[src/common/iso14443a_pkg.sv]
//--------------------------------------------------------------------
// ISO14443-A high frequency front end, shared definitions
// mode codes, data widths and protocol timing constants for the
// reader side and sniffer datapath
//--------------------------------------------------------------------

package iso14443a_pkg;

	// ------------------------------------------------------------------
	// data widths
	// ------------------------------------------------------------------

	// one ADC sample
	parameter int adc_w = 8;
	// signed output of the derivative filter
	parameter int filt_w = 11;
	// carrier tick counter, 128 ticks per ARM byte
	parameter int tick_w = 7;
	// mode select from the ARM
	parameter int mode_w = 3;

	// ------------------------------------------------------------------
	// mode codes
	// ------------------------------------------------------------------

	// tag simulation codes 1 and 2 fall through as idle
	parameter logic [2:0] mode_sniffer       = 3'd0;
	parameter logic [2:0] mode_reader_listen = 3'd3;
	parameter logic [2:0] mode_reader_mod    = 3'd4;

	// ------------------------------------------------------------------
	// protocol timing
	// ------------------------------------------------------------------

	// carrier off this long means the reader is sending
	parameter int deep_mod_ticks = 8;
	// carrier on this long means the reader went quiet
	parameter int deep_idle_ticks = 256;

	// bit slot where the timebase may slip to follow the reader
	parameter logic [3:0] sync_tick = 4'd13;
	// detector window start while we are the reader
	parameter logic [3:0] listen_window_phase = 4'd4;
	// RF + ADC + hysteresis lag, net of the tag response offset
	parameter logic [3:0] sniff_window_offset = 4'd3;

endpackage

[src/design/carrier_timebase.sv]
//--------------------------------------------------------------------
// carrier timebase
// 128 tick counter of the carrier clock, nudged into phase with
// the reader's pauses while sniffing
//--------------------------------------------------------------------

`timescale 1ns/1ps

module carrier_timebase
	import iso14443a_pkg::*;
(
	input  logic              ck_1356meg,
	input  logic              fdt_reset,
	input  logic [mode_w-1:0] mod_type,
	input  logic              deep_modulation,
	input  logic              reader_fall,
	output logic [tick_w-1:0] tick,
	output logic              dbg
);

	// slot value that matches neither correction case
	localparam logic [3:0] slot_used = 4'd8;

	// bit slot of the last reader fall
	logic [3:0] fall_slot;
	logic       sync_now;

	// correction only while a reader is active in sniffer mode
	assign sync_now = (tick[3:0] == sync_tick) && (mod_type == mode_sniffer)
		&& deep_modulation;

	always_ff @(negedge ck_1356meg)
	begin
		if (fdt_reset)
		begin
			tick      <= '0;
			fall_slot <= slot_used;
		end
		else
		begin
			if (reader_fall)
				fall_slot <= tick[3:0];

			if (sync_now)
			begin
				// reader edge right after our sample point, sample earlier
				if (fall_slot == 4'd1)
					tick <= tick + 2'd2;
				// reader edge right before it, sample later
				else if (fall_slot == 4'd0)
					tick <= tick;
				else
					tick <= tick + 1'b1;
				// one correction per reader edge
				fall_slot <= slot_used;
			end
			else
			begin
				// free run, wraps at 128
				tick <= tick + 1'b1;
			end
		end
	end

	// scope probe at the bit rate
	assign dbg = tick[3];

endmodule

[src/design/hi_iso14443a.sv]
//--------------------------------------------------------------------
// ISO14443-A reader and sniffer front end, top level
// wires the field detector, tag demodulator, timebase and the ARM
// serial bridge together
//--------------------------------------------------------------------

`timescale 1ns/1ps

module hi_iso14443a
	import iso14443a_pkg::*;
#(
	// schmitt trigger thresholds on the reader's carrier
	parameter int hyst_high      = 16,
	parameter int hyst_low       = 8,
	// minimum filter swing that counts as a tag edge
	parameter int edge_threshold = 5
)
(
	input  logic              ck_1356meg,
	input  logic              ck_1356megb,
	input  logic              fdt_reset,
	input  logic [adc_w-1:0]  adc_d,
	input  logic [mode_w-1:0] mod_type,
	input  logic              ssp_dout,
	output logic              adc_clk,
	output logic              ssp_clk,
	output logic              ssp_frame,
	output logic              ssp_din,
	output logic              pwr_hi,
	output logic              dbg
);

	logic                     reader_level;
	logic                     reader_fall;
	logic                     reader_rise;
	logic                     deep_modulation;
	logic [tick_w-1:0]        tick;
	logic signed [filt_w-1:0] adc_filtered;
	logic                     curbit;

	// ADC runs off the carrier
	assign adc_clk = ck_1356meg;

	// reader to us
	reader_field_detect #(
		.hyst_high (hyst_high),
		.hyst_low  (hyst_low)
	) u_reader_field_detect (
		.ck_1356meg      (ck_1356meg),
		.fdt_reset       (fdt_reset),
		.adc_d           (adc_d),
		.reader_level    (reader_level),
		.reader_fall     (reader_fall),
		.reader_rise     (reader_rise),
		.deep_modulation (deep_modulation)
	);

	// tag to us
	tag_edge_filter u_tag_edge_filter (
		.ck_1356meg   (ck_1356meg),
		.adc_d        (adc_d),
		.adc_filtered (adc_filtered)
	);

	tag_mod_detector #(
		.edge_threshold (edge_threshold)
	) u_tag_mod_detector (
		.ck_1356meg      (ck_1356meg),
		.fdt_reset       (fdt_reset),
		.tick            (tick),
		.mod_type        (mod_type),
		.deep_modulation (deep_modulation),
		.reader_rise     (reader_rise),
		.adc_filtered    (adc_filtered),
		.curbit          (curbit)
	);

	carrier_timebase u_carrier_timebase (
		.ck_1356meg      (ck_1356meg),
		.fdt_reset       (fdt_reset),
		.mod_type        (mod_type),
		.deep_modulation (deep_modulation),
		.reader_fall     (reader_fall),
		.tick            (tick),
		.dbg             (dbg)
	);

	// ARM link and antenna
	ssp_bridge u_ssp_bridge (
		.ck_1356meg      (ck_1356meg),
		.ck_1356megb     (ck_1356megb),
		.fdt_reset       (fdt_reset),
		.tick            (tick),
		.mod_type        (mod_type),
		.reader_level    (reader_level),
		.deep_modulation (deep_modulation),
		.curbit          (curbit),
		.ssp_dout        (ssp_dout),
		.ssp_clk         (ssp_clk),
		.ssp_frame       (ssp_frame),
		.ssp_din         (ssp_din),
		.pwr_hi          (pwr_hi)
	);

endmodule

[src/design/ssp_bridge.sv]
//--------------------------------------------------------------------
// SSP bridge to the ARM
// serial clock and frame, sniffer byte shifter, reader listen data
// and the carrier key for reader transmission
//--------------------------------------------------------------------

`timescale 1ns/1ps

module ssp_bridge
	import iso14443a_pkg::*;
(
	input  logic              ck_1356meg,
	input  logic              ck_1356megb,
	input  logic              fdt_reset,
	input  logic [tick_w-1:0] tick,
	input  logic [mode_w-1:0] mod_type,
	input  logic              reader_level,
	input  logic              deep_modulation,
	input  logic              curbit,
	input  logic              ssp_dout,
	output logic              ssp_clk,
	output logic              ssp_frame,
	output logic              ssp_din,
	output logic              pwr_hi
);

	logic       sniffing;
	// four bit-slot histories of reader and tag
	logic [3:0] reader_hist;
	logic [3:0] tag_hist;
	// byte on its way to the ARM, MSB first
	logic [7:0] to_arm;
	// registered ssp_dout, high means carrier off
	logic       carrier_key;

	assign sniffing = (mod_type == mode_sniffer);

	// ------------------------------------------------------------------
	// ssp clock and frame
	// ------------------------------------------------------------------

	always_ff @(negedge ck_1356meg)
	begin
		if (fdt_reset)
		begin
			ssp_clk   <= 1'b0;
			ssp_frame <= 1'b0;
		end
		else if (sniffing)
		begin
			// clock = carrier / 8, frame = carrier / 64
			if (tick[2:0] == 3'd0)
				ssp_clk <= 1'b1;
			if (tick[2:0] == 3'd4)
				ssp_clk <= 1'b0;
			if (tick[5:0] == 6'd0)
				ssp_frame <= 1'b1;
			if (tick[5:0] == 6'd8)
				ssp_frame <= 1'b0;
		end
		else
		begin
			// clock = carrier / 16, frame = carrier / 128
			if (tick[3:0] == 4'd0)
				ssp_clk <= 1'b1;
			if (tick[3:0] == 4'd8)
				ssp_clk <= 1'b0;
			if (tick == 7'd7)
				ssp_frame <= 1'b1;
			if (tick == 7'd23)
				ssp_frame <= 1'b0;
		end
	end

	// ------------------------------------------------------------------
	// sniffer byte assembly
	// ------------------------------------------------------------------

	always_ff @(negedge ck_1356meg)
	begin
		// one sample of each side per bit slot
		if (sniffing && tick[3:0] == 4'd0)
		begin
			reader_hist <= {reader_hist[2:0], reader_level};
			tag_hist    <= {tag_hist[2:0], curbit};
		end

		if (sniffing && tick[5:0] == 6'd63)
		begin
			// while the reader sends, tag slots carry nothing useful
			if (deep_modulation)
				to_arm <= {reader_hist, 4'b0000};
			else
				to_arm <= {reader_hist, tag_hist};
		end
		else if (sniffing && tick[2:0] == 3'd0 && tick[5:0] != 6'd0)
		begin
			// next bit every ssp_clk, skip the slot right after a load
			to_arm <= {to_arm[6:0], 1'b0};
		end
	end

	// ------------------------------------------------------------------
	// data to the ARM
	// ------------------------------------------------------------------

	always_ff @(negedge ck_1356meg)
	begin
		if (fdt_reset)
			ssp_din <= 1'b0;
		else if (sniffing)
			ssp_din <= to_arm[7];
		else if (mod_type != mode_reader_listen)
			// reader mod and tag simulation codes send nothing
			ssp_din <= 1'b0;
		else if (tick[3:0] == 4'd0)
			// demodulated tag bit, once per bit slot
			ssp_din <= curbit;
	end

	// ------------------------------------------------------------------
	// antenna driver
	// ------------------------------------------------------------------

	always_ff @(negedge ck_1356meg)
	begin
		if (fdt_reset)
			carrier_key <= 1'b0;
		else
			carrier_key <= ssp_dout;
	end

	// carrier on while listening, keyed off by a pause in reader mod
	assign pwr_hi = ck_1356megb & (((mod_type == mode_reader_mod) & ~carrier_key)
		| (mod_type == mode_reader_listen));

endmodule

[src/reader_rx/reader_field_detect.sv]
//--------------------------------------------------------------------
// reader field detector
// schmitt trigger on the reader's carrier, 100% modulation detect
// and edge strobes of the shaped reader signal
//--------------------------------------------------------------------

`timescale 1ns/1ps

module reader_field_detect
	import iso14443a_pkg::*;
#(
	parameter int hyst_high = 16,
	parameter int hyst_low  = 8
)
(
	input  logic             ck_1356meg,
	input  logic             fdt_reset,
	input  logic [adc_w-1:0] adc_d,
	output logic             reader_level,
	output logic             reader_fall,
	output logic             reader_rise,
	output logic             deep_modulation
);

	localparam int zero_cnt_w = $clog2(deep_mod_ticks);
	localparam int idle_cnt_w = $clog2(deep_idle_ticks);

	// run lengths of zero and non-zero samples
	logic [zero_cnt_w-1:0] zero_run;
	logic [idle_cnt_w-1:0] idle_run;
	// shaped level one tick back, for the edge strobes
	logic                  reader_level_d;

	// ------------------------------------------------------------------
	// hysteresis comparator
	// ------------------------------------------------------------------

	always_ff @(negedge ck_1356meg)
	begin
		if (fdt_reset)
		begin
			// unmodulated carrier assumed
			reader_level   <= 1'b1;
			reader_level_d <= 1'b1;
		end
		else
		begin
			reader_level_d <= reader_level;
			// between the thresholds the old level holds
			if (adc_d >= adc_w'(hyst_high))
				reader_level <= 1'b1;
			else if (adc_d < adc_w'(hyst_low))
				reader_level <= 1'b0;
		end
	end

	// edge strobes, one tick wide
	assign reader_fall = reader_level_d & ~reader_level;
	assign reader_rise = ~reader_level_d & reader_level;

	// ------------------------------------------------------------------
	// deep modulation detector
	// ------------------------------------------------------------------

	always_ff @(negedge ck_1356meg)
	begin
		if (fdt_reset)
		begin
			zero_run        <= '0;
			idle_run        <= '0;
			deep_modulation <= 1'b0;
		end
		else if (adc_d == '0)
		begin
			// carrier off, a non-zero run is broken
			idle_run <= '0;
			if (zero_run == zero_cnt_w'(deep_mod_ticks - 1))
				deep_modulation <= 1'b1;
			else
				zero_run <= zero_run + 1'b1;
		end
		else
		begin
			zero_run <= '0;
			// reader quiet long enough, tag may be answering
			if (idle_run == idle_cnt_w'(deep_idle_ticks - 1))
				deep_modulation <= 1'b0;
			else
				idle_run <= idle_run + 1'b1;
		end
	end

endmodule

[src/tag_rx/tag_edge_filter.sv]
//--------------------------------------------------------------------
// tag edge filter
// gaussian derivative over the last five ADC samples, used to find
// the edges of the tag's subcarrier
//--------------------------------------------------------------------

`timescale 1ns/1ps

module tag_edge_filter
	import iso14443a_pkg::*;
(
	input  logic                     ck_1356meg,
	input  logic [adc_w-1:0]         adc_d,
	output logic signed [filt_w-1:0] adc_filtered
);

	// prev_1 is the newest stored sample, prev_4 the oldest
	logic [adc_w-1:0] prev_1;
	logic [adc_w-1:0] prev_2;
	logic [adc_w-1:0] prev_3;
	logic [adc_w-1:0] prev_4;

	// unsigned partial sums, two bits of headroom
	logic [adc_w+1:0] older_sum;
	logic [adc_w+1:0] newer_sum;

	// sample delay line
	always_ff @(negedge ck_1356meg)
	begin
		prev_4 <= prev_3;
		prev_3 <= prev_2;
		prev_2 <= prev_1;
		prev_1 <= adc_d;
	end

	// taps 2, 1, 0, -1, -2 from oldest to current
	// prev_2 sits at the centre with weight zero
	assign older_sum = {prev_4, 1'b0} + (adc_w+2)'(prev_3);
	assign newer_sum = {adc_d, 1'b0} + (adc_w+2)'(prev_1);

	// positive on a falling signal, negative on a rising one
	assign adc_filtered = $signed({1'b0, older_sum}) - $signed({1'b0, newer_sum});

endmodule

[src/tag_rx/tag_mod_detector.sv]
//--------------------------------------------------------------------
// tag modulation detector
// picks the detection window phase, tracks the steepest filter
// edges inside it and decides whether the tag modulated
//--------------------------------------------------------------------

`timescale 1ns/1ps

module tag_mod_detector
	import iso14443a_pkg::*;
#(
	parameter int edge_threshold = 5
)
(
	input  logic                     ck_1356meg,
	input  logic                     fdt_reset,
	input  logic [tick_w-1:0]        tick,
	input  logic [mode_w-1:0]        mod_type,
	input  logic                     deep_modulation,
	input  logic                     reader_rise,
	input  logic signed [filt_w-1:0] adc_filtered,
	output logic                     curbit
);

	// slot of the window start within a 16 tick bit
	logic [3:0]               window_phase;
	// steepest falling edge (positive) and rising edge (negative)
	logic signed [filt_w-1:0] fall_peak;
	logic signed [filt_w-1:0] rise_peak;
	logic [3:0]               slot;

	assign slot = tick[3:0];

	// ------------------------------------------------------------------
	// window phase
	// ------------------------------------------------------------------

	always_ff @(negedge ck_1356meg)
	begin
		if (fdt_reset)
			window_phase <= listen_window_phase;
		else if (mod_type == mode_reader_listen)
			// our own reader timing, the answer lands at a fixed slot
			window_phase <= listen_window_phase;
		else if (mod_type == mode_sniffer && reader_rise && deep_modulation)
			// end of a reader pause, back off by the front end lag
			window_phase <= slot - sniff_window_offset;
	end

	// ------------------------------------------------------------------
	// peak tracking and bit decision
	// ------------------------------------------------------------------

	always_ff @(negedge ck_1356meg)
	begin
		if (fdt_reset)
		begin
			curbit    <= 1'b0;
			fall_peak <= '0;
			rise_peak <= '0;
		end
		else if (slot == window_phase)
		begin
			// modulation needs both a falling and a rising edge
			curbit    <= (fall_peak > edge_threshold) && (rise_peak < -edge_threshold);
			fall_peak <= '0;
			rise_peak <= '0;
		end
		else if (adc_filtered > 0)
		begin
			if (adc_filtered > fall_peak)
				fall_peak <= adc_filtered;
		end
		else
		begin
			if (adc_filtered < rise_peak)
				rise_peak <= adc_filtered;
		end
	end

endmodule
[config.mk]
export PLATFORM = sky130hd
export DESIGN_NAME = hi_iso14443a
export DESIGN_NICKNAME = d
export VERILOG_FILES = /design/src/common/iso14443a_pkg.sv /design/src/design/carrier_timebase.sv /design/src/design/hi_iso14443a.sv /design/src/design/ssp_bridge.sv /design/src/reader_rx/reader_field_detect.sv /design/src/tag_rx/tag_edge_filter.sv /design/src/tag_rx/tag_mod_detector.sv
export SDC_FILE = /design/constraint.sdc
export NUM_CORES = 1
export LEC_CHECK = 0
export BUFFER_PORTS_ARGS = -buffer_cell sky130_fd_sc_hd__buf_4
export CAP_MARGIN = 20
export CORE_ASPECT_RATIO = 0.9
export CORE_MARGIN = 2
export CORE_UTILIZATION = 56
export DETAILED_ROUTE_END_ITERATION = 8
export PLACE_DENSITY = 0.76
export SYNTH_ARGS = -nofsm -noshare
export SYNTH_HDL_FRONTEND = slang
export SYNTH_SLANG_ARGS = --single-unit
export TNS_END_PERCENT = 1
[constraint.sdc]
create_clock -name ck_1356meg -period 4.2 [get_ports ck_1356meg]
set_input_delay 0.21 -clock ck_1356meg [delete_from_list [all_inputs] [get_ports ck_1356meg]]
set_output_delay 0.21 -clock ck_1356meg [all_outputs]
set_load 0.02 [all_outputs]
Yosys cells after proc, flatten, opt, wreduce, memory -nomap -nowiden
Cells that the tools add are included.

word-level totals
  register bits = 104
  input port bits = 15
  word-level logic and storage cells = 119
  output and inout bits = 6

operators by class
  reductions and logical operators = 32
  add/sub/neg operators = 8
  bitwise operators = 10
  mux-type cells = 22
  magnitude comparators = 7
  equality and inequality tests = 18

operators with widths
  cell                                                                   number
  7-bit 2-to-1 mux                                                       3
  9-bit by 8-bit adder with 10-bit output                                2
  1-bit 2-to-1 mux                                                       16
  8-bit 2-to-1 mux                                                       2
  2-bit OR reduction                                                     6
  11-bit by 1-bit > comparator with 1-bit output, second input constant  1
  11-bit > comparator                                                    1
  11-bit by 4-bit > comparator with 1-bit output, second input constant  1
  11-bit < comparator                                                    1
  11-bit by 4-bit < comparator with 1-bit output, second input constant  1
  10-bit by 10-bit subtractor with 11-bit output                         1
  2-bit AND reduction                                                    5
  3-bit == test, second input constant                                   3
  1-bit logical AND                                                      9
  3-bit inequality test, second input constant                           3
  3-bit nonzero test                                                     3
  8-bit by 1-bit adder with 8-bit output, second input constant          1
  4-bit == test, second input constant                                   2
  8-bit == test, second input constant                                   1
  8-bit by 5-bit >= comparator with 1-bit output, second input constant  1
  4-bit zero test                                                        2
  8-bit zero test                                                        1
  8-bit by 4-bit < comparator with 1-bit output, second input constant   1
  7-bit by 1-bit adder with 7-bit output, second input constant          1
  20 further kinds                                                       29

Longest topological paths before layout
Gate-level depths: netlist of run 1.

  word-level depth = 5
  mapped depth = 21
  gate-level depth less buffers = 20

By module
Synthesis of run 1 repeated with hierarchy kept, for this count alone.

second synthesis, totals
  cell total of the unflattened synthesis = 555
  area, all modules = 5,472.7 µm²

by module, submodules not included
  module               times used  seq. area each (µm²)  area an instance (µm²)  cells an instance
  tag_mod_detector     1           540.5                 1,744.2                 203
  tag_edge_filter      1           640.6                 1,519.0                 136
  ssp_bridge           1           560.5                 918.4                   73
  reader_field_detect  1           280.3                 643.1                   66
  carrier_timebase     1           220.2                 640.6                   76
  hi_iso14443a         1           0.0                   7.5                     1

==> impl_metrics.json, run 1 <==
{
  "end_kind": "flop",
  "reg2reg_depth": 19,
  "vdd_ir_drop_max_uv": 568,
  "dpl.hpwl_mm": 8.36,
  "ff2ff_setup_slack_ps": -340,
  "yosysUniqueCellTypes": 60,
  "dieArea_sq_um": 10100,
  "grt_pass1_wl_mm": 20.1,
  "switchingPower_uw": 1650,
  "synth_area_sq_um": 5230,
  "outcome": "finished, violations left",
  "clkPwrFrac_pct": 27.4,
  "slew_violations": 0,
  "drt_iter0_drc": 190,
  "initial_utilization_pct": 57.5,
  "drv_cap": 0,
  "rsz0062_at_grt": "true",
  "layoutNonFillerInstCount": 839,
  "tightest_slew_ps": 864,
  "met1_length_mm": 4.88,
  "power.internal_uw": 2440,
  "grt_pass1_vias": 4877,
  "ys_async_sr_fraction_pct": 0,
  "syn_inst": 534,
  "syn-num-nets": 602,
  "die_w_um": 106,
  "antenna_found_initial": 0,
  "relSlewSlack_pct": 42.4,
  "syn_to_final_growth_pct": 28.6,
  "violations": "setup timing",
  "wl_met2_mm": 6.26,
  "ys_ff_latch": 104,
  "design_area_sq_um": 6720,
  "die_y_um": 95.6,
  "r2r-end": "u_tag_mod_detector.fall_peak[8]",
  "n_antenna_cell": 0,
  "coreArea_sq_um": 9080,
  "routabilityCongestion": 0.954,
  "nNetsFinal": 780,
  "place_inst": 715,
  "crit_type": "primary input to flop",
  "synth_edf_count": 16,
  "pin_count": 21,
  "setup_viol_count_final": 22,
  "dp_slack_ps": -2380,
  "power-per-cell-area_nw_per_um2": 608,
  "dr.pass1.iters": 6,
  "power_leakage_uw": 0.00323,
  "drive_above_1_share_pct": 18.8,
  "critPathArrivalTime_ps": 4270,
  "cts_tree": "yes",
  "vias_per_cell": 5.40,
  "clk_pin_slew_worst_paths_ps": 40,
  "fp-row-count": 33,
  "placed_area_sq_um": 6020,
  "drcViolationCount": 0,
  "worstHoldPathCells": 0,
  "netSwitchingFraction_pct": 40.3,
  "highest_layer": "met4",
  "wl_met3_um": 672,
  "grt.overflow.total": 0,
  "track_usage_pct": 25.3,
  "startpoint_type": "primary input",
  "p_seq_share_pct": 29.5,
  "ys.flop_type": "dfxtp_1",
  "finalWorstSetupSlack_ps": -1800,
  "rr_startpoint": "u_tag_edge_filter.prev_4[1]",
  "final_antenna_net_count": 0,
  "pwr-share-comb_pct": 43.1,
  "grt_max_degree": 23,
  "holdPathEnd": "u_tag_edge_filter.prev_3[7]",
  "vias": 4533,
  "report.final.hold_viol_count": 0,
  "holdCritPathClass": "flop to flop",
  "critPathMaxFanout": 5,
  "routed_wl_mm": 12.2,
  "hold_buffers": 0,
  "post_drt_wl_per_cell_um": 14.5,
  "clock_skew_ps": 27.6,
  "required_ps": 2480,
  "ys_seq_area_share_pct": 42.9,
  "clkLatencyLatePin_ps": 560,
  "portBuffers": 20,
  "syn_area_per_cell_sq_um": 9.78,
  "min-delay-start": "u_tag_edge_filter.prev_2[7]",
  "fill_cells": 652,
  "utilization_pct": 74.0,
  "ys_warn_count": 0
}
[routing by layer]
layer	GRT usage [%]	up-vias
met5	0	-
met4	15.7	0
met3	9.77	37
met2	46.1	137
met1	24.5	2142
li1	-	2217
[how the worst max path moves through the flow]
stage,start,endpoint,slack (ps)
final,adc_d[1],u_tag_mod_detector.fall_peak[8],-1800
after floorplan,adc_d[1],u_tag_mod_detector.fall_peak[2],-1960
after global placement,adc_d[2],u_tag_mod_detector.fall_peak[9],-2210
after global routing,adc_d[1],u_tag_mod_detector.fall_peak[8],-1980
after detailed placement,adc_d[1],u_tag_mod_detector.rise_peak[9],-2380
after CTS,adc_d[1],u_tag_mod_detector.rise_peak[0],-1710
[stage by stage]
stage	hold slack [ps]	TNS, ps	total power (uW)
finish	311	-37530	4090
global route	328	-41480	4420
CTS	318	-36740	4030
detailed placement	316	-51290	3000
global placement	310	-48360	2940
floorplan	310	-42360	2450
[state kept, by name, summed over array words and instances, names as in the netlist]
name / cells
u_carrier_timebase.fall_slot: 4
u_carrier_timebase.tick: 7
u_reader_field_detect.deep_modulation: 1
u_reader_field_detect.idle_run: 8
u_reader_field_detect.reader_level: 1
u_reader_field_detect.reader_level_d: 1
u_reader_field_detect.zero_run: 3
u_ssp_bridge.carrier_key: 1
u_ssp_bridge.reader_hist: 4
u_ssp_bridge.ssp_clk: 1
u_ssp_bridge.ssp_din: 1
u_ssp_bridge.ssp_frame: 1
u_ssp_bridge.tag_hist: 4
u_ssp_bridge.to_arm: 8
u_tag_edge_filter.prev_1: 8
u_tag_edge_filter.prev_2: 8
u_tag_edge_filter.prev_3: 8
u_tag_edge_filter.prev_4: 8
u_tag_mod_detector.curbit: 1
u_tag_mod_detector.fall_peak: 11
u_tag_mod_detector.rise_peak: 11
u_tag_mod_detector.window_phase: 4
[power by group through the flow]
stage	logic, uW	registers [uW]	clock network, uW
5_1_grt	1940	1210	1270
3_5_place_dp	1610	1220	179
2_1_floorplan	1080	1190	179
4_1_cts	1660	1200	1170
3_3_place_gp	1550	1210	179
6_report	1760	1200	1120
[cells in the mapped netlist, types with 6 or more instances]
master,count,share of area [%]
or3_1,6,0.72
o21ai_1,8,0.77
ha_1,40,9.6
nand4_1,6,0.72
nor2_1,48,3.4
nor3_1,11,1.1
clkbuf_1,11,0.79
a211oi_1,8,1.1
mux2i_1,19,3.6
nand2_1,17,1.2
xnor2_1,11,1.8
edfxtp_1,16,9.2
inv_1,64,4.6
o211ai_1,6,0.86
o21ai_0,14,1.3
fa_1,13,5.0
nand2b_1,11,1.3
and3_1,7,0.84
a21oi_1,30,2.9
nand3_1,20,1.9
xor2_1,7,1.2
dfxtp_1,88,34
[cell usage in the layout (no fill, tap or decap), types with 4 or more instances in the layout]
master	instances
o21ai_0	14
nor3_1	10
nand3_1	20
edfxtp_1	16
or4_1	4
nand2_1	16
nand2b_1	11
nor2b_1	4
clkbuf_8	12
a21oi_1	28
inv_1	165
nand4_1	6
xor2_1	7
a211oi_1	8
ha_4	7
mux2i_1	19
dfxtp_1	88
o211ai_1	6
o21ai_1	8
and3_1	6
or3_1	5
buf_4	71
ha_1	33
xnor2_1	11
fa_1	12
nor2_1	47
mux2_2	4
[cells by family (layout without fill, tap and decap cells)]
kind of cell,count (synthesis),count (layout),share of synthesized area (%)
compound gates,97,97,12.4
mux,23,23,4.50
fa+ha+maj,54,54,14.8
buf+inv,79,262,6.06
simple gates,158,158,15.9
xor+xnor,19,19,3.45
flops,104,104,42.9
[worst max-delay path, cell delays in order]
cell	delay (ps)
buf_6	100
fa_1	460
fa_1	540
inv_2	50
ha_4	240
a21oi_2	180
o2bb2ai_1	100
or3_1	340
and2_4	190
ha_4	280
and3_4	200
o211ai_1	120
a211oi_1	230
a311oi_1	90
maj3_2	340
and3b_2	220
buf_6	130
nor3_2	170
a211oi_1	70
[area by class of cell]
cell class	count	area, sq um	area share (%)
clock buffer	13	173	2.57
inverter	63	236	3.52
timing repair buffer	75	584	8.70
tap	122	153	2.27
clock inverter	111	460	6.85
sequential	104	2240	33.4
multi-input combinational	351	2870	42.7
[timing repair]
item / 4_1_cts / 5_1_grt
endpoints found under the setup margin: 22 / 22
setup buffers: 0 / 1
pin swaps: 9 / 12
cloned: 0 / 1
resized for setup: 9 / 6
Power figures use the tool's default switching activity.
==> inputs of run 2 (changes only) <==
--- a/config.mk
+++ b/config.mk
@@ -5,6 +5,7 @@
 export SDC_FILE = /design/constraint.sdc
 export NUM_CORES = 1
 export LEC_CHECK = 0
+export ABC_AREA = 1
 export BUFFER_PORTS_ARGS = -buffer_cell sky130_fd_sc_hd__buf_4
 export CAP_MARGIN = 20
 export CORE_ASPECT_RATIO = 0.9
==> run 2 against run 1 <==
  * The run still ends with setup timing left
  * Wire length up 7.3%
  * Clock power about the same
  * Global-route usage up 1.1 points
  * Total power increased by 7.3%
  * Combinational power up 18%
  * Largest cell class unchanged
==> impl_metrics.json, run 2 <==
{
  "final_antenna_net_count": 0,
  "ys_seq_area_share_pct": 40.9,
  "synth_area_sq_um": 5480,
  "nNetsFinal": 962,
  "dpl.hpwl_mm": 8.87,
  "finalWorstSetupSlack_ps": -1120,
  "worst_hold_slack_ps": 320,
  "syn-num-nets": 768,
  "track_usage_pct": 26.4,
  "vias": 5114,
  "mostFrequentLayoutCells": "inv_1, nand2_1, dfxtp_1",
  "synth_edf_count": 16,
  "startpoint_type": "primary input",
  "syn_inst": 700,
  "violations": "setup timing",
  "power-per-cell-area_nw_per_um2": 611,
  "yosysTopAreaCellShare_pct": 32.2,
  "n_antenna_cell": 0,
  "pin_count": 21,
  "grt.overflow.total": 0,
  "top_regs": "u_tag_mod_detector.fall_peak x11, u_tag_mod_detector.rise_peak x11",
  "ys.flop_type": "dfxtp_1",
  "coreArea_sq_um": 9570,
  "layoutNonFillerInstCount": 1025,
  "clock_skew_ps": 27.7,
  "syn_area_per_cell_sq_um": 7.82,
  "crit_slowest_cell": "fa_1",
  "crit_type": "primary input to flop",
  "crit_chain": "buf_4 -> fa_1 -> fa_1 -> inv_2 -> ha_4 -> buf_4 -> xor2_2 -> buf_4 -> ha_1 -> nand3b_1 -> nand2_1 -> nand2_1 -> nand2_1 -> nand2_1 -> a21boi_1 -> nand3_1 -> nand2_1 -> nand2_2 -> nand2_4 -> buf_4 -> nand4_1 -> nand2_1 -> nor2_1",
  "grt_pass1_wl_mm": 22.4,
  "drcViolationCount": 0,
  "dieArea_sq_um": 10600,
  "initial_utilization_pct": 57.2,
  "routed_wl_mm": 13.0,
  "clkPwrFrac_pct": 25.5,
  "clk_pin_slew_worst_paths_ps": 40,
  "syn_to_final_growth_pct": 31.0,
  "place_inst": 896,
  "cts_tree": "yes",
  "synth_most_common_cell": "nand2_1",
  "p_seq_share_pct": 27.1,
  "synth_top_cells_by_count": "nand2_1, inv_1, dfxtp_1",
  "drt_iter0_drc": 326,
  "clkLatencyLatePin_ps": 560,
  "grt_pass1_vias": 5478,
  "holdCritPathClass": "flop to flop",
  "pwr-share-comb_pct": 47.4,
  "layout_commonest_cell": "inv_1",
  "netSwitchingFraction_pct": 43.6,
  "die_w_um": 108,
  "synth_top_area_cell": "dfxtp_1",
  "drv_cap": 0,
  "setup_viol_count_final": 22,
  "dp_slack_ps": -1620,
  "ys_warn_count": 0,
  "relSlewSlack_pct": 74.1,
  "ys_ff_latch": 104,
  "vias_per_cell": 4.99,
  "yosysUniqueCellTypes": 41,
  "power.internal_uw": 2470,
  "grt_max_degree": 24,
  "required_ps": 2530,
  "power_leakage_uw": 0.00384,
  "synthTopCellsByArea": "dfxtp_1, nand2_1, ha_1, inv_1, edfxtp_1",
  "outcome": "finished, violations left",
  "end_kind": "flop",
  "post_drt_wl_per_cell_um": 12.7,
  "dr.pass1.iters": 5,
  "fp-row-count": 34,
  "ys_async_sr_fraction_pct": 0,
  "slew_violations": 0,
  "report.final.hold_viol_count": 0,
  "die_y_um": 97.8,
  "switchingPower_uw": 1910,
  "tightest_slew_ps": 386,
  "portBuffers": 20,
  "rsz0062_at_grt": "true",
  "utilization_pct": 75.0,
  "p_total_uw": 4380,
  "vdd_ir_drop_max_uv": 412,
  "slowest_delay_ps": 520,
  "antenna_found_initial": 0,
  "critPathArrivalTime_ps": 3650,
  "critPathMostFrequentCell": "nand2_1",
  "drive_above_1_share_pct": 19.2,
  "critPathMaxFanout": 5,
  "routabilityCongestion": 0.885
}
==> run 2: what timing repair did <==
| action | 4_1_cts | 5_1_grt |
|---|---|---|
| hold buffers | 0 | 0 |
| pin swaps | 4 | 29 |
| resized for setup | 18 | 29 |
| gates cloned | 2 | 0 |
| setup buffers | 1 | 4 |
| setup endpoints to repair | 22 | 22 |
==> run 2: cell type report <==
cell class,instances,area [sq um]
multi-input combinational,453,2990
sequential,104,2240
clock inverter,111,463
clock buffer,13,173
tap,126,158
fill,698,2400
inverter,137,522
timing repair buffer,81,623
==> run 2: worst paths after layout <==
path / start / endpoint / slack, ps / depth (start not counted)
setup / recovery: adc_d[1] / u_tag_mod_detector.fall_peak[4] / -1120 / 23
hold reg to reg: u_tag_edge_filter.prev_2[4] / u_tag_edge_filter.prev_3[4] / 320 / 0
hold / removal: u_tag_edge_filter.prev_2[4] / u_tag_edge_filter.prev_3[4] / 320 / 0
setup reg to reg: u_tag_edge_filter.prev_4[1] / u_tag_mod_detector.fall_peak[4] / 380 / 23
==> run 2: kinds of logic after synthesis <==
| group | synth area share [%] |
|---|---|
| buffers and inverters | 10.4 |
| xor gates and xnor gates | 1.71 |
| DFF | 40.9 |
| adders and majority gates | 13.9 |
| and+or+nand+nor | 26.4 |
| AOI/OAI and AO/OA | 6.72 |
==> run 2: power by group through the flow <==
stage | registers (uW) | logic (uW) | clock network, uW
6_report | 1190 | 2080 | 1120
5_1_grt | 1200 | 2310 | 1260
4_1_cts | 1180 | 1870 | 1160
3_3_place_gp | 1190 | 1670 | 179
3_5_place_dp | 1200 | 1720 | 179
2_1_floorplan | 1180 | 1180 | 179
==> run 2: through the flow <==
stage,cell area (sq um),setup TNS [ps]
2_1_floorplan,5590,-26610
3_3_place_gp,6280,-33370
3_5_place_dp,6280,-34570
4_1_cts,7020,-20440
5_1_grt,7170,-26290
6_report,7170,-22880
==> run 2: critical path: cells and delay by family <==
family / cells / cell delay (ps)
adders and majority gates: 4 / 1530
and+or+nand+nor: 12 / 970
buffers and inverters: 5 / 610
xor gates and xnor gates: 1 / 190
AOI/OAI and AO/OA: 1 / 120
==> run 2: layer usage <==
metal,share of wire [%],global-route usage [%],vias to the layer above
met1,43,29.5,2339
met4,2.2,15.1,0
met5,0,0,-
li1,-,-,2609
met3,4.4,7.28,30
met2,50,44.9,136
